<file path="src/verilog/flash_pkg.sv">
`default_nettype none

package flash_pkg;

    // flash command opcodes
    localparam logic [7:0] CMD_READ              = 8'h03;
    localparam logic [7:0] CMD_PAGE_PROG         = 8'h02;
    localparam logic [7:0] CMD_SUBSECTOR_ERASE   = 8'h20;
    localparam logic [7:0] CMD_WRITE_ENABLE      = 8'h06;
    localparam logic [7:0] CMD_READ_FLAG_STATUS  = 8'h70;
    localparam logic [7:0] CMD_CLEAR_FLAG_STATUS = 8'h50;

    // host op codes, 2'b11 is not used
    localparam logic [1:0] OP_READ    = 2'b00;
    localparam logic [1:0] OP_PROGRAM = 2'b01;
    localparam logic [1:0] OP_ERASE   = 2'b10;

    // flag status register bits
    localparam int FSR_READY_BIT     = 7;
    localparam int FSR_ERASE_ERR_BIT = 5;
    localparam int FSR_PROG_ERR_BIT  = 4;

    localparam int ADDR_W     = 24;
    localparam int DATA_W     = 32;
    localparam int BYTE_CNT_W = 3;   // data bytes 0..4

    localparam int SPI_HALF_PERIOD = 2;   // clk_i cycles per sclk half period
    localparam int SS_GAP_CYCLES   = 4;   // min ss high time between transactions
    localparam int HALF_CNT_W      = $clog2(SPI_HALF_PERIOD + 1);
    localparam int SS_TMR_W        = $clog2(SS_GAP_CYCLES + SPI_HALF_PERIOD + 1);

    // operation sequencer states
    localparam logic [2:0] S_IDLE  = 3'd0;
    localparam logic [2:0] S_READ  = 3'd1;
    localparam logic [2:0] S_WREN  = 3'd2;
    localparam logic [2:0] S_PROG  = 3'd3;
    localparam logic [2:0] S_ERASE = 3'd4;
    localparam logic [2:0] S_POLL  = 3'd5;
    localparam logic [2:0] S_CLR   = 3'd6;

    // transfer engine states
    localparam logic [2:0] E_IDLE  = 3'd0;
    localparam logic [2:0] E_SETUP = 3'd1;
    localparam logic [2:0] E_XFER  = 3'd2;
    localparam logic [2:0] E_HOLD  = 3'd3;
    localparam logic [2:0] E_GAP   = 3'd4;

    // byte phases within one transaction
    localparam logic [1:0] PH_CMD  = 2'd0;
    localparam logic [1:0] PH_ADDR = 2'd1;
    localparam logic [1:0] PH_DATA = 2'd2;

endpackage

`default_nettype wire

</file>
<file path="src/verilog/flash_ctrl_top.sv">
`default_nettype none
`timescale 1ns/100ps

module flash_ctrl_top (
    input  wire                          clk_i,
    input  wire                          rst_ni,

    input  wire                          start_i,
    input  wire  [1:0]                   op_mode_i,
    input  wire  [flash_pkg::ADDR_W-1:0] addr_i,
    input  wire  [flash_pkg::DATA_W-1:0] data_i,
    output logic [flash_pkg::DATA_W-1:0] data_o,
    output logic                         ready_o,
    output logic                         idle_o,
    output logic                         write_error_o,

    output logic                         spi_clk_o,
    output logic                         spi_ss_o,
    output logic                         spi_mosi_o,
    input  wire                          spi_miso_i
);

    import flash_pkg::*;

    // sequencer to engine
    logic                  tran_start;
    logic [7:0]            tran_cmd;
    logic [ADDR_W-1:0]     tran_addr;
    logic                  tran_addr_en;
    logic [BYTE_CNT_W-1:0] tran_nbytes;
    logic                  tran_rd;
    logic [DATA_W-1:0]     tran_wdata;
    logic                  tran_done;
    logic [DATA_W-1:0]     tran_rdata;
    logic                  tran_idle;

    // engine to clock generator
    logic                  sclk_en;
    logic                  shift_p;
    logic                  sample_p;

    flash_op_seq u_flash_op_seq (
        .clk_i          (clk_i),
        .rst_ni         (rst_ni),
        .start_i        (start_i),
        .op_mode_i      (op_mode_i),
        .addr_i         (addr_i),
        .data_i         (data_i),
        .tran_done_i    (tran_done),
        .tran_rdata_i   (tran_rdata),
        .tran_idle_i    (tran_idle),
        .tran_start_o   (tran_start),
        .tran_cmd_o     (tran_cmd),
        .tran_addr_o    (tran_addr),
        .tran_addr_en_o (tran_addr_en),
        .tran_nbytes_o  (tran_nbytes),
        .tran_rd_o      (tran_rd),
        .tran_wdata_o   (tran_wdata),
        .data_o         (data_o),
        .ready_o        (ready_o),
        .idle_o         (idle_o),
        .write_error_o  (write_error_o)
    );

    spi_tran_engine u_spi_tran_engine (
        .clk_i          (clk_i),
        .rst_ni         (rst_ni),
        .tran_start_i   (tran_start),
        .tran_cmd_i     (tran_cmd),
        .tran_addr_i    (tran_addr),
        .tran_addr_en_i (tran_addr_en),
        .tran_nbytes_i  (tran_nbytes),
        .tran_rd_i      (tran_rd),
        .tran_wdata_i   (tran_wdata),
        .shift_p_i      (shift_p),
        .sample_p_i     (sample_p),
        .spi_miso_i     (spi_miso_i),
        .tran_done_o    (tran_done),
        .tran_rdata_o   (tran_rdata),
        .tran_idle_o    (tran_idle),
        .sclk_en_o      (sclk_en),
        .spi_ss_o       (spi_ss_o),
        .spi_mosi_o     (spi_mosi_o)
    );

    spi_clk_gen u_spi_clk_gen (
        .clk_i      (clk_i),
        .rst_ni     (rst_ni),
        .sclk_en_i  (sclk_en),
        .spi_clk_o  (spi_clk_o),
        .shift_p_o  (shift_p),
        .sample_p_o (sample_p)
    );

endmodule

`default_nettype wire

</file>
<file path="src/verilog/flash_op_seq.sv">
`default_nettype none
`timescale 1ns/100ps

module flash_op_seq (
    input  wire                              clk_i,
    input  wire                              rst_ni,

    input  wire                              start_i,
    input  wire  [1:0]                       op_mode_i,
    input  wire  [flash_pkg::ADDR_W-1:0]     addr_i,
    input  wire  [flash_pkg::DATA_W-1:0]     data_i,

    input  wire                              tran_done_i,
    input  wire  [flash_pkg::DATA_W-1:0]     tran_rdata_i,
    input  wire                              tran_idle_i,
    output logic                             tran_start_o,
    output logic [7:0]                       tran_cmd_o,
    output logic [flash_pkg::ADDR_W-1:0]     tran_addr_o,
    output logic                             tran_addr_en_o,
    output logic [flash_pkg::BYTE_CNT_W-1:0] tran_nbytes_o,
    output logic                             tran_rd_o,
    output logic [flash_pkg::DATA_W-1:0]     tran_wdata_o,

    output logic [flash_pkg::DATA_W-1:0]     data_o,
    output logic                             ready_o,
    output logic                             idle_o,
    output logic                             write_error_o
);

    import flash_pkg::*;

    logic [2:0]        state_q;
    logic [1:0]        op_q;       // latched host op
    logic [ADDR_W-1:0] addr_q;
    logic [DATA_W-1:0] wdata_q;
    logic [DATA_W-1:0] rdata_q;
    logic              pend_q;     // transaction of this state not yet issued
    logic              ready_q;
    logic              werr_q;
    logic              fsr_err;
    logic              accept;

    assign idle_o  = (state_q == S_IDLE) && tran_idle_i;
    assign accept  = idle_o && start_i && (op_mode_i inside {OP_READ, OP_PROGRAM, OP_ERASE});
    assign fsr_err = tran_rdata_i[FSR_ERASE_ERR_BIT] | tran_rdata_i[FSR_PROG_ERR_BIT];

    // issue once the engine has finished its ss gap
    assign tran_start_o = pend_q && tran_idle_i;

    always_ff @(posedge clk_i or negedge rst_ni) begin
        if (!rst_ni) begin
            state_q <= S_IDLE;
            op_q    <= OP_READ;
            pend_q  <= 1'b0;
            ready_q <= 1'b0;
            werr_q  <= 1'b0;
            rdata_q <= '0;
        end else begin
            ready_q <= 1'b0;
            if (tran_start_o) begin
                pend_q <= 1'b0;
            end
            case (state_q)
                S_IDLE: begin
                    if (accept) begin
                        op_q    <= op_mode_i;
                        pend_q  <= 1'b1;
                        state_q <= (op_mode_i == OP_READ) ? S_READ : S_WREN;
                    end
                end
                S_READ: begin
                    if (tran_done_i) begin
                        rdata_q <= tran_rdata_i;
                        ready_q <= 1'b1;
                        state_q <= S_IDLE;
                    end
                end
                S_WREN: begin
                    if (tran_done_i) begin
                        pend_q  <= 1'b1;
                        state_q <= (op_q == OP_PROGRAM) ? S_PROG : S_ERASE;
                    end
                end
                S_PROG, S_ERASE: begin
                    if (tran_done_i) begin
                        pend_q  <= 1'b1;
                        state_q <= S_POLL;
                    end
                end
                S_POLL: begin
                    if (tran_done_i) begin
                        if (!tran_rdata_i[FSR_READY_BIT]) begin
                            pend_q <= 1'b1;              // still busy, poll again
                        end else if (fsr_err) begin
                            werr_q  <= 1'b1;
                            pend_q  <= 1'b1;
                            state_q <= S_CLR;
                        end else begin
                            werr_q  <= 1'b0;
                            ready_q <= 1'b1;
                            state_q <= S_IDLE;
                        end
                    end
                end
                S_CLR: begin
                    if (tran_done_i) begin
                        ready_q <= 1'b1;                 // error stays reported
                        state_q <= S_IDLE;
                    end
                end
                default: state_q <= S_IDLE;
            endcase
        end
    end

    // request payload
    always_ff @(posedge clk_i) begin
        if (accept) begin
            addr_q  <= addr_i;
            wdata_q <= data_i;
        end
    end

    // transaction shape per state
    always_comb begin
        tran_cmd_o     = CMD_READ_FLAG_STATUS;
        tran_addr_en_o = 1'b0;
        tran_nbytes_o  = '0;
        tran_rd_o      = 1'b0;
        case (state_q)
            S_READ: begin
                tran_cmd_o     = CMD_READ;
                tran_addr_en_o = 1'b1;
                tran_nbytes_o  = BYTE_CNT_W'(4);
                tran_rd_o      = 1'b1;
            end
            S_WREN:  tran_cmd_o = CMD_WRITE_ENABLE;
            S_PROG: begin
                tran_cmd_o     = CMD_PAGE_PROG;
                tran_addr_en_o = 1'b1;
                tran_nbytes_o  = BYTE_CNT_W'(4);
            end
            S_ERASE: begin
                tran_cmd_o     = CMD_SUBSECTOR_ERASE;
                tran_addr_en_o = 1'b1;
            end
            S_POLL: begin
                tran_nbytes_o  = BYTE_CNT_W'(1);     // one status byte
                tran_rd_o      = 1'b1;
            end
            S_CLR:   tran_cmd_o = CMD_CLEAR_FLAG_STATUS;
            default: ;
        endcase
    end

    assign tran_addr_o   = addr_q;
    assign tran_wdata_o  = wdata_q;
    assign data_o        = rdata_q;
    assign ready_o       = ready_q;
    assign write_error_o = werr_q;

endmodule

`default_nettype wire

</file>
<file path="src/verilog/spi_clk_gen.sv">
`default_nettype none
`timescale 1ns/100ps

module spi_clk_gen (
    input  wire  clk_i,
    input  wire  rst_ni,
    input  wire  sclk_en_i,
    output logic spi_clk_o,
    output logic shift_p_o,
    output logic sample_p_o
);

    import flash_pkg::*;

    logic [HALF_CNT_W-1:0] half_cnt_q;
    logic                  sclk_q;
    logic                  half_end;

    assign half_end = sclk_en_i && (half_cnt_q == HALF_CNT_W'(SPI_HALF_PERIOD - 1));

    // flagged on the cycle whose edge toggles sclk
    assign sample_p_o = half_end && !sclk_q;     // rising edge next
    assign shift_p_o  = half_end && sclk_q;      // falling edge next
    assign spi_clk_o  = sclk_q;

    always_ff @(posedge clk_i or negedge rst_ni) begin
        if (!rst_ni) begin
            half_cnt_q <= '0;
            sclk_q     <= 1'b0;
        end else if (!sclk_en_i) begin
            half_cnt_q <= '0;
            sclk_q     <= 1'b0;                  // mode 0 idles low
        end else if (half_end) begin
            half_cnt_q <= '0;
            sclk_q     <= !sclk_q;
        end else begin
            half_cnt_q <= half_cnt_q + 1'b1;
        end
    end

endmodule

`default_nettype wire

</file>
<file path="src/verilog/spi_tran_engine.sv">
`default_nettype none
`timescale 1ns/100ps

module spi_tran_engine (
    input  wire                              clk_i,
    input  wire                              rst_ni,

    input  wire                              tran_start_i,
    input  wire  [7:0]                       tran_cmd_i,
    input  wire  [flash_pkg::ADDR_W-1:0]     tran_addr_i,
    input  wire                              tran_addr_en_i,
    input  wire  [flash_pkg::BYTE_CNT_W-1:0] tran_nbytes_i,
    input  wire                              tran_rd_i,
    input  wire  [flash_pkg::DATA_W-1:0]     tran_wdata_i,
    output logic                             tran_done_o,
    output logic [flash_pkg::DATA_W-1:0]     tran_rdata_o,
    output logic                             tran_idle_o,

    input  wire                              shift_p_i,
    input  wire                              sample_p_i,
    output logic                             sclk_en_o,

    output logic                             spi_ss_o,
    output logic                             spi_mosi_o,
    input  wire                              spi_miso_i
);

    import flash_pkg::*;

    logic [2:0]            state_q;
    logic [1:0]            phase_q;
    logic [2:0]            bit_cnt_q;
    logic [BYTE_CNT_W-1:0] byte_cnt_q;
    logic [7:0]            shreg_q;
    logic [SS_TMR_W-1:0]   tmr_q;
    logic                  done_q;
    logic [ADDR_W-1:0]     addr_q;
    logic                  addr_en_q;
    logic [BYTE_CNT_W-1:0] nbytes_q;
    logic                  rd_q;
    logic [DATA_W-1:0]     wdata_q;
    logic [DATA_W-1:0]     rdata_q;

    logic                  tmr_half;
    logic                  tmr_gap;
    logic                  byte_end;
    logic                  last_byte;
    logic                  load_next;
    logic [1:0]            next_phase;
    logic [BYTE_CNT_W-1:0] next_byte;
    logic [7:0]            next_shreg;

    assign tmr_half  = tmr_q == SS_TMR_W'(SPI_HALF_PERIOD - 1);
    assign tmr_gap   = tmr_q == SS_TMR_W'(SS_GAP_CYCLES - 1);
    assign byte_end  = (state_q == E_XFER) && shift_p_i && (bit_cnt_q == 3'd7);
    assign load_next = byte_end && !last_byte;

    // what follows the byte now on the wire
    always_comb begin
        next_phase = phase_q;
        next_byte  = byte_cnt_q + 1'b1;
        last_byte  = 1'b0;
        case (phase_q)
            PH_CMD: begin
                next_byte = '0;
                if (addr_en_q) begin
                    next_phase = PH_ADDR;
                end else if (nbytes_q != '0) begin
                    next_phase = PH_DATA;
                end else begin
                    last_byte = 1'b1;
                end
            end
            PH_ADDR: begin
                if (byte_cnt_q == BYTE_CNT_W'(2)) begin
                    next_byte = '0;
                    if (nbytes_q != '0) begin
                        next_phase = PH_DATA;
                    end else begin
                        last_byte = 1'b1;
                    end
                end
            end
            default: last_byte = (next_byte == nbytes_q);
        endcase
    end

    // address goes out msb byte first, data lowest byte first
    assign next_shreg = (next_phase == PH_ADDR) ? addr_q[ADDR_W-1 -: 8] : wdata_q[7:0];

    always_ff @(posedge clk_i or negedge rst_ni) begin
        if (!rst_ni) begin
            state_q    <= E_IDLE;
            phase_q    <= PH_CMD;
            bit_cnt_q  <= '0;
            byte_cnt_q <= '0;
            shreg_q    <= '0;
            tmr_q      <= '0;
            done_q     <= 1'b0;
        end else begin
            done_q <= 1'b0;
            case (state_q)
                E_IDLE: begin
                    if (tran_start_i) begin
                        state_q    <= E_SETUP;
                        phase_q    <= PH_CMD;
                        bit_cnt_q  <= '0;
                        byte_cnt_q <= '0;
                        shreg_q    <= tran_cmd_i;    // first bit valid before first rise
                        tmr_q      <= '0;
                    end
                end
                E_SETUP: begin
                    if (tmr_half) begin
                        state_q <= E_XFER;
                    end else begin
                        tmr_q <= tmr_q + 1'b1;
                    end
                end
                E_XFER: begin
                    if (shift_p_i) begin
                        bit_cnt_q <= bit_cnt_q + 1'b1;
                        if (bit_cnt_q != 3'd7) begin
                            shreg_q <= shreg_q << 1;
                        end else if (last_byte) begin
                            state_q <= E_HOLD;
                            tmr_q   <= '0;
                        end else begin
                            phase_q    <= next_phase;
                            byte_cnt_q <= next_byte;
                            shreg_q    <= next_shreg;
                        end
                    end
                end
                E_HOLD: begin
                    if (tmr_half) begin
                        state_q <= E_GAP;        // ss rises here
                        tmr_q   <= '0;
                        done_q  <= 1'b1;
                    end else begin
                        tmr_q <= tmr_q + 1'b1;
                    end
                end
                E_GAP: begin
                    if (tmr_gap) begin
                        state_q <= E_IDLE;
                    end else begin
                        tmr_q <= tmr_q + 1'b1;
                    end
                end
                default: state_q <= E_IDLE;
            endcase
        end
    end

    always_ff @(posedge clk_i) begin
        if ((state_q == E_IDLE) && tran_start_i) begin
            addr_q    <= tran_addr_i;
            addr_en_q <= tran_addr_en_i;
            nbytes_q  <= tran_nbytes_i;
            rd_q      <= tran_rd_i;
            wdata_q   <= tran_wdata_i;
            rdata_q   <= '0;
        end else if (load_next) begin
            if (next_phase == PH_ADDR) begin
                addr_q <= addr_q << 8;
            end else begin
                wdata_q <= wdata_q >> 8;
            end
        end
        // byte k, bit b lands at word bit 8k+7-b
        if ((state_q == E_XFER) && sample_p_i && (phase_q == PH_DATA) && rd_q) begin
            rdata_q[{byte_cnt_q[1:0], ~bit_cnt_q}] <= spi_miso_i;
        end
    end

    assign sclk_en_o    = state_q == E_XFER;
    assign spi_ss_o     = !(state_q inside {E_SETUP, E_XFER, E_HOLD});
    assign spi_mosi_o   = shreg_q[7];
    assign tran_idle_o  = state_q == E_IDLE;
    assign tran_done_o  = done_q;
    assign tran_rdata_o = rdata_q;

endmodule

`default_nettype wire
</file>
<file path="config.mk">
export PLATFORM = sky130hd
export DESIGN_NAME = flash_ctrl_top
export DESIGN_NICKNAME = d
export VERILOG_FILES = /design/src/verilog/flash_pkg.sv /design/src/verilog/flash_ctrl_top.sv /design/src/verilog/flash_op_seq.sv /design/src/verilog/spi_clk_gen.sv /design/src/verilog/spi_tran_engine.sv
export SDC_FILE = /design/constraint.sdc
export NUM_CORES = 1
export LEC_CHECK = 0
export ABC_AREA = 1
export BUFFER_PORTS_ARGS = -buffer_cell sky130_fd_sc_hd__buf_2
export CORE_ASPECT_RATIO = 0.5
export CORE_UTILIZATION = 63
export CTS_CLUSTER_DIAMETER = 100
export DETAILED_ROUTE_END_ITERATION = 8
export HOLD_SLACK_MARGIN = 0.02
export PLACE_DENSITY = 0.85
export RECOVER_POWER = 25
export SLEW_MARGIN = 20
export SYNTH_ARGS = -nofsm -noshare
export SYNTH_HDL_FRONTEND = slang
export SYNTH_SLANG_ARGS = --single-unit
</file>
<file path="constraint.sdc">
create_clock -name clk_i -period 6.6 [get_ports clk_i]
set_input_delay 1.32 -clock clk_i [delete_from_list [all_inputs] [get_ports clk_i]]
set_output_delay 1.32 -clock clk_i [all_outputs]
set_load 0.01 [all_outputs]
</file>
# Word level (Yosys, flattened, before mapping)
# Index checks and enable logic that the tools add are counted.
dict set report word_totals {
  latchBits 0
  out_inout_bits 38
  register_bits 215
  rom_bits 0
  n_memories 0
  inputBits 62
  word_cells 206
  ramBits 0
}
dict set report classes {
  n_bitwise 2
  n_lt_le_gt_ge 2
  n_reduce_logical 46
  n_eq_ne 42
  mul 0
  n_addsub 4
  n_div 0
  mux 87
  shift 0
}
# operator n
set ops {}
lappend ops {{two-way mux 32 bit} 5}
lappend ops {{two-way mux 3 bit} 27}
lappend ops {{two-way mux 24 bit} 3}
lappend ops {{one-hot mux 3 bit (5 select lines)} 3}
lappend ops {{two-way mux 8 bit} 5}
lappend ops {{one-hot mux 7 bit (5 select lines)} 1}
lappend ops {{bitwise mux 32 bit} 1}
lappend ops {{one-hot mux 3 bit (2 select lines)} 4}
lappend ops {{two-way mux 1 bit} 21}
lappend ops {{two-way mux 2 bit} 10}
lappend ops {{!= test 2 x 1 -> 1 bit, second input constant} 10}
lappend ops {{== test 3 x 2 -> 1 bit, second input constant} 6}
lappend ops {{!= test 2 bit, second input constant} 8}
lappend ops {{one-hot mux 8 bit (2 select lines)} 1}
lappend ops {{== test 3 bit, second input constant} 5}
lappend ops {{logical AND 1 bit} 15}
lappend ops {{AND reduction 7 bit} 2}
lappend ops {{== test 2 x 1 -> 1 bit, second input constant} 5}
lappend ops {{adder 3 x 1 -> 3 bit, second input constant} 3}
lappend ops {{== test 3 x 1 -> 1 bit, second input constant} 3}
lappend ops {{nonzero test 3 bit} 3}
lappend ops {{one-hot mux 2 bit (2 select lines)} 2}
lappend ops {{AND reduction 2 bit} 4}
lappend ops {{OR reduction 2 bit} 4}
lappend ops {{other kinds (21)} 32}

# Depth between registers and ports, before layout
dict set report depth {
  word_depth 10
  ltp_mapped 13
  mapped_depth_nobuf 13
}

# By module
# From an unflattened synthesis, not the netlist that was laid out.
dict set report hier_totals {
  hier_cells 965
  area_unflattened_um2 9275.1
}
# mod seq_area_each_um2 cells_per_inst area_per_inst_um2 n_inst
set by_module_without_submodules {}
lappend by_module_without_submodules {spi_tran_engine 3047.9 654 5470.2 1}
lappend by_module_without_submodules {flash_op_seq 2682.6 293 3669.8 1}
lappend by_module_without_submodules {spi_clk_gen 75.1 18 135.1 1}

# Worst setup path after synthesis
# Ideal clock, no wire load.
dict set report synth_path {
  kind {register to register}
  start {register u_spi_tran_engine.byte_cnt_q[0]}
  end {register u_spi_tran_engine.addr_q[0], enable pin}
  arrival_ns 3.000
  t_required_ns 6.162
  setup_time_ns 0.438
  setup_slack_ns 3.162
  stages_incl_launch_ff 8
  path_cell_list {dfrtp_1 -> inv_1 -> ha_1 -> nand3_1 -> nand2_1 -> a21oi_1 -> nand2_1 -> o21ai_0}
}
dict set report synth_via {
  elab_chain_len 7
}
# item line
set synth_rtl {}
lappend synth_rtl {{start, declared} spi_tran_engine.sv:33} ;# logic [BYTE_CNT_W-1:0] byte_cnt_q;
lappend synth_rtl {{start signal, assigned} spi_tran_engine.sv:130} ;# byte_cnt_q <= next_byte;
lappend synth_rtl {{adder 3 x 1 -> 3 bit or == test 3 x 2 -> 1 bit (tied branches)} {spi_tran_engine.sv:61, spi_tran_engine.sv:75}}
lappend synth_rtl {{== test 3 bit or two-way mux 1 bit (tied branches)} {spi_tran_engine.sv:84, spi_tran_engine.sv:75}}
lappend synth_rtl {{one-hot mux 1 bit (2 select lines)} spi_tran_engine.sv:63} ;# case (phase_q)
lappend synth_rtl {{logical NOT 1 bit} spi_tran_engine.sv:56} ;# assign load_next = byte_end && !last_byte;
lappend synth_rtl {{logical AND 1 bit} spi_tran_engine.sv:56}
lappend synth_rtl {{nonzero test 2 bit (no source line)} -}
lappend synth_rtl {{AND reduction 2 bit (no source line) (*)} -}
lappend synth_rtl {{end signal, assigned} spi_tran_engine.sv:158} ;# addr_q <= tran_addr_i;
lappend synth_rtl {{end signal, assigned} spi_tran_engine.sv:166} ;# addr_q <= addr_q << 8;
lappend synth_rtl {{end, declared} spi_tran_engine.sv:37} ;# logic [ADDR_W-1:0] addr_q;
# Every way passes the cells marked *; elsewhere a longest branch is shown, timed or not.
# A chain may end at the register's enable or synchronous reset.

==> results.md <==
- The flow ran to the end, but the final reports show violations.
- The checks that failed: max-capacitance violations, max-slew violations.
- In this run, distinct cell masters in the synthesized netlist total 29.
- Detailed placement finished with a half-perimeter wire length of around 11000 um.
- In this run, post-CTS hold repair placed 0 buffers.
- The mean number of vias per cell is roughly 5.2.
- The count of nets left with antenna violations after detail routing is 0.
- The count of standard-cell rows is 30.
- The largest net degree at the start of global routing is approximately 90.
- The least setup slack across all paths after layout is 2.43 ns.
- For this run, the register share of the synthesized area comes to 0.651.
- The first global-routing pass estimated 26900 um of wire.
- Among all cell types in the netlist, the one instantiated most often is sky130_fd_sc_hd__nand2_1.
- The most used flip-flop cell after synthesis is sky130_fd_sc_hd__edfxtp_1.
- The maximum vdd drop is 225 uV.
- The number of buffer and inverter instances along the worst setup path is 2.
- In this run the static leakage power is about 4.6 nW.
- The flip-flop and latch count after synthesis is 214.
- The number of instances resized during post-cts repair is 0.
- The number of search-and-repair iterations in the first detailed-routing pass is 7.
- The layout net count is ~1000.
- The number of design-rule violations left by the first detailed-router iteration is about 420.
- TritonCTS built the clock tree.
- The utilization of the core after routing is 0.738.
- The detailed-route via count is between 6000 and 7000.
- The master of the slowest instance on the critical path is sky130_fd_sc_hd__clkbuf_1.
- In this run the horizontal extent of the chip is 170 um.
- The final number of max-transition violations is 67.
- The mapped netlist covers about 0.009 sq mm.
- For this run, the number of Yosys warnings is 0.
- At the pin with the least slew margin, the transition time is 3.59 ns.
- The diode insertion count for antenna repair is 0.
- The max-capacitance violation count is 1.
- The layout has 954 filler cells.
- For the worst-skew pair, the clock arrives at the later sink with an insertion delay of ~0.49 ns.
- The number of global-route vias before repair is 5768.
- The clock net in this run drives a total of 214 sinks.
- Dividing the detail-routed wire length by the instance count gives about 14 um.
- Across every metal layer, demand over resource in global routing totals 0.234.
- Summed over all failing endpoints, the final setup total negative slack is 0 ns.
- The final worst-path cycle share is 0.632.
- The clock passes through at most 3 buffers.
- The final-report hold violation count was 0.
- The post-CTS repair timing setup buffer count is 0.
- sky130_fd_sc_hd__edfxtp_1 takes more of the synthesized area than any other cell.
- STA classifies the critical path startpoint as an input port.
- The cell type group with the largest total delay on the critical path is buffers and inverters.
- The placer congestion estimate is 0.839.
- In this run the cell area measured after placement is roughly 0.0095 sq mm.
- The minimum clock period is between 4 and 5 ns.
- At the worst endpoint, the arrival time is between 3 and 4 ns.
- The summed area of non-filler cells in the final layout is 0.0101 sq mm.
- In this run the tightest slew margin relative to its limit is -1.39.
- Walking the worst path, the cells encountered are buf_2, clkbuf_1.
- The routed design has 16400 um of wire.
- The mean instance size in the synthesized netlist is slightly above 10 sq um.
- For the worst setup path, the data required time is between 6 and 7 ns.
- The minimum setup slack after placement is 3.26 ns.
- In this run the worst path has a maximum fanout of 66.
- Power spread over the standard cell area amounts to 269 mW/mm^2.
- In the final layout, the share of cells above drive strength 1 is 0.185.
- The count of pins on the block boundary is 100.
- The number of DRC violations after detailed routing is 0.
- The share of flip-flops with an asynchronous set or reset is 0.308.
- Setup violations remaining at the end of the flow were counted as 0.
- From synthesis to final layout, the design area changed by 13.6%.
- Setup repair after global routing left no endpoint under its margin.
- In this run, CTS created clock tree buffers numbering 19.
- The worst setup path is captured at an asynchronous set/reset pin.
- The initial utilization of the core area, before any placement, comes to 0.650.
- The path type of the worst min-delay path is register to register.
- The area of the placeable core is approximately 0.014 sq mm.
- The maximum single-stage delay on the critical path is roughly 2.5 ns.
- During placement, the flow inserted port buffers numbering slightly below 100.
- Sorting the synthesized cells by area gives the leading types as sky130_fd_sc_hd__edfxtp_1 (39%), sky130_fd_sc_hd__dfrtp_1 (19%), sky130_fd_sc_hd__nand2_1 (11%), sky130_fd_sc_hd__dfxtp_1 (7.2%), sky130_fd_sc_hd__mux2_2 (3.9%).
- The initial antenna violation count was 0.
- The die boundary height is about 86 um.
- The post-synth net total is 930.
- The tree is rooted in a sky130_fd_sc_hd__clkbuf_16.
- Clock-pin slew was measured on the worst setup and hold paths at approximately 0.070 ns.
- By count the netlist is led by sky130_fd_sc_hd__nand2_1 (262), sky130_fd_sc_hd__edfxtp_1 (116), sky130_fd_sc_hd__inv_1 (85).
- The floorplan step defined a die boundary enclosing 0.0146 sq mm.
- The number of H-tree branching levels is 1.
- Summed over all layers, the global routing overflow is 0.
- The largest clock skew in the final design is between 0.009 and 0.01 ns.
- The fmax is between 200 and 250 MHz.
- Counting every instance in the synthesized netlist gives approximately 860.
- The setup path with the least slack is of type input port to asynchronous set/reset pin.
- The number of enable-type register cells in the synthesized netlist is 116.
- Of the post-synthesis cell area, the dominant cell type holds 0.392.
state kept, by name, indices dropped and copies added (netlist names), 3 cells and up:
name / count
u_spi_tran_engine.wdata_q: 32
u_spi_tran_engine.bit_cnt_q: 3
u_flash_op_seq.state_q: 3
u_spi_tran_engine.addr_q: 24
u_spi_tran_engine.shreg_q: 8
u_flash_op_seq.tran_addr_o: 24
u_spi_tran_engine.byte_cnt_q: 3
u_spi_tran_engine.state_q: 3
u_flash_op_seq.tran_wdata_o: 32
u_spi_tran_engine.tmr_q: 3
u_flash_op_seq.data_o: 32
u_spi_tran_engine.tran_rdata_o: 32
power breakdown:
part | leakage, nW | internal, mW | total (mW) | switching, mW
sequential | 2.20 | 1.44 | 1.47 | 0.0265
clock | 0.284 | 0.589 | 1.05 | 0.465
combinational | 2.13 | 0.0608 | 0.193 | 0.133
worst reg2reg max path, stage by stage, from the launching register on:
cell and delay (ns):
sky130_fd_sc_hd__dfrtp_1 0.41, sky130_fd_sc_hd__inv_2 0.10, sky130_fd_sc_hd__nand2_1 0.07, sky130_fd_sc_hd__nor2_1 0.16, sky130_fd_sc_hd__inv_2 0.09, sky130_fd_sc_hd__nor2_4 0.77, sky130_fd_sc_hd__inv_2 0.21, sky130_fd_sc_hd__buf_4 0.44
sky130_fd_sc_hd__o21ai_4 0.43
layout make-up:
cell class              instances  area [sq um]  share of cell area
clock inverters                 7          66.3             0.00658
repair buffers                102           512              0.0508
inverters                      91           343              0.0340
clock buffers                  27           515              0.0511
flip-flops and latches        214          5780               0.573
well taps                     192           240              0.0238
multi-input cells             528          2630               0.261
layer usage:
metal | track usage | wire length, um
met1 | 0.322 | 7510
met2 | 0.391 | 7690
met3 | 0.0443 | 903
met4 | 0.0516 | 321
met5 | 0 | 0
kinds of logic after synthesis:
| kind of cell | share of synthesized area |
|---|---|
| fa+ha+maj | 0.0169 |
| buf+inv | 0.0522 |
| flops | 0.651 |
| mux | 0.0393 |
| simple gates | 0.199 |
| compound gates | 0.0420 |
per-stage QoR:
stage,power [mW],hold slack (ns),cells
CTS,2.72,0.463,1161
finish,2.72,0.464,1161
floorplan,1.62,0.427,856
global route,2.81,0.487,1161
global placement,1.68,0.441,1127
detailed placement,1.69,0.452,1127
placed cells by master, fill, tap and decap left out, types with 31 or more instances in the layout:
cell type,synthesis,final
sky130_fd_sc_hd__buf_2,10,97
sky130_fd_sc_hd__dfrtp_1,66,66
sky130_fd_sc_hd__nor2_1,56,58
sky130_fd_sc_hd__nand3_1,67,67
sky130_fd_sc_hd__nand2_1,262,263
sky130_fd_sc_hd__mux2_2,31,31
sky130_fd_sc_hd__dfxtp_1,32,32
sky130_fd_sc_hd__inv_1,85,85
sky130_fd_sc_hd__edfxtp_1,116,116
sky130_fd_sc_hd__o21ai_1,33,33
path summary, 6_finish.rpt:
check	start	to	slack (ns)	cells past startpoint
setup / recovery	rst_ni	u_spi_tran_engine.shreg_q[5]	2.43	2
hold / removal	u_spi_clk_gen.half_cnt_q[0]	u_spi_clk_gen.half_cnt_q[0]	0.46	1
setup reg to reg	u_spi_tran_engine.state_q[2]	u_spi_tran_engine.addr_q[6]	3.53	8
hold reg to reg	u_spi_clk_gen.half_cnt_q[0]	u_spi_clk_gen.half_cnt_q[0]	0.46	1
max in group clk_i	u_flash_op_seq.state_q[0]	idle_o	3.48	6
min in group asynchronous	rst_ni	u_flash_op_seq.data_o[19]	2.15	2
Power figures use the tool's default switching activity.
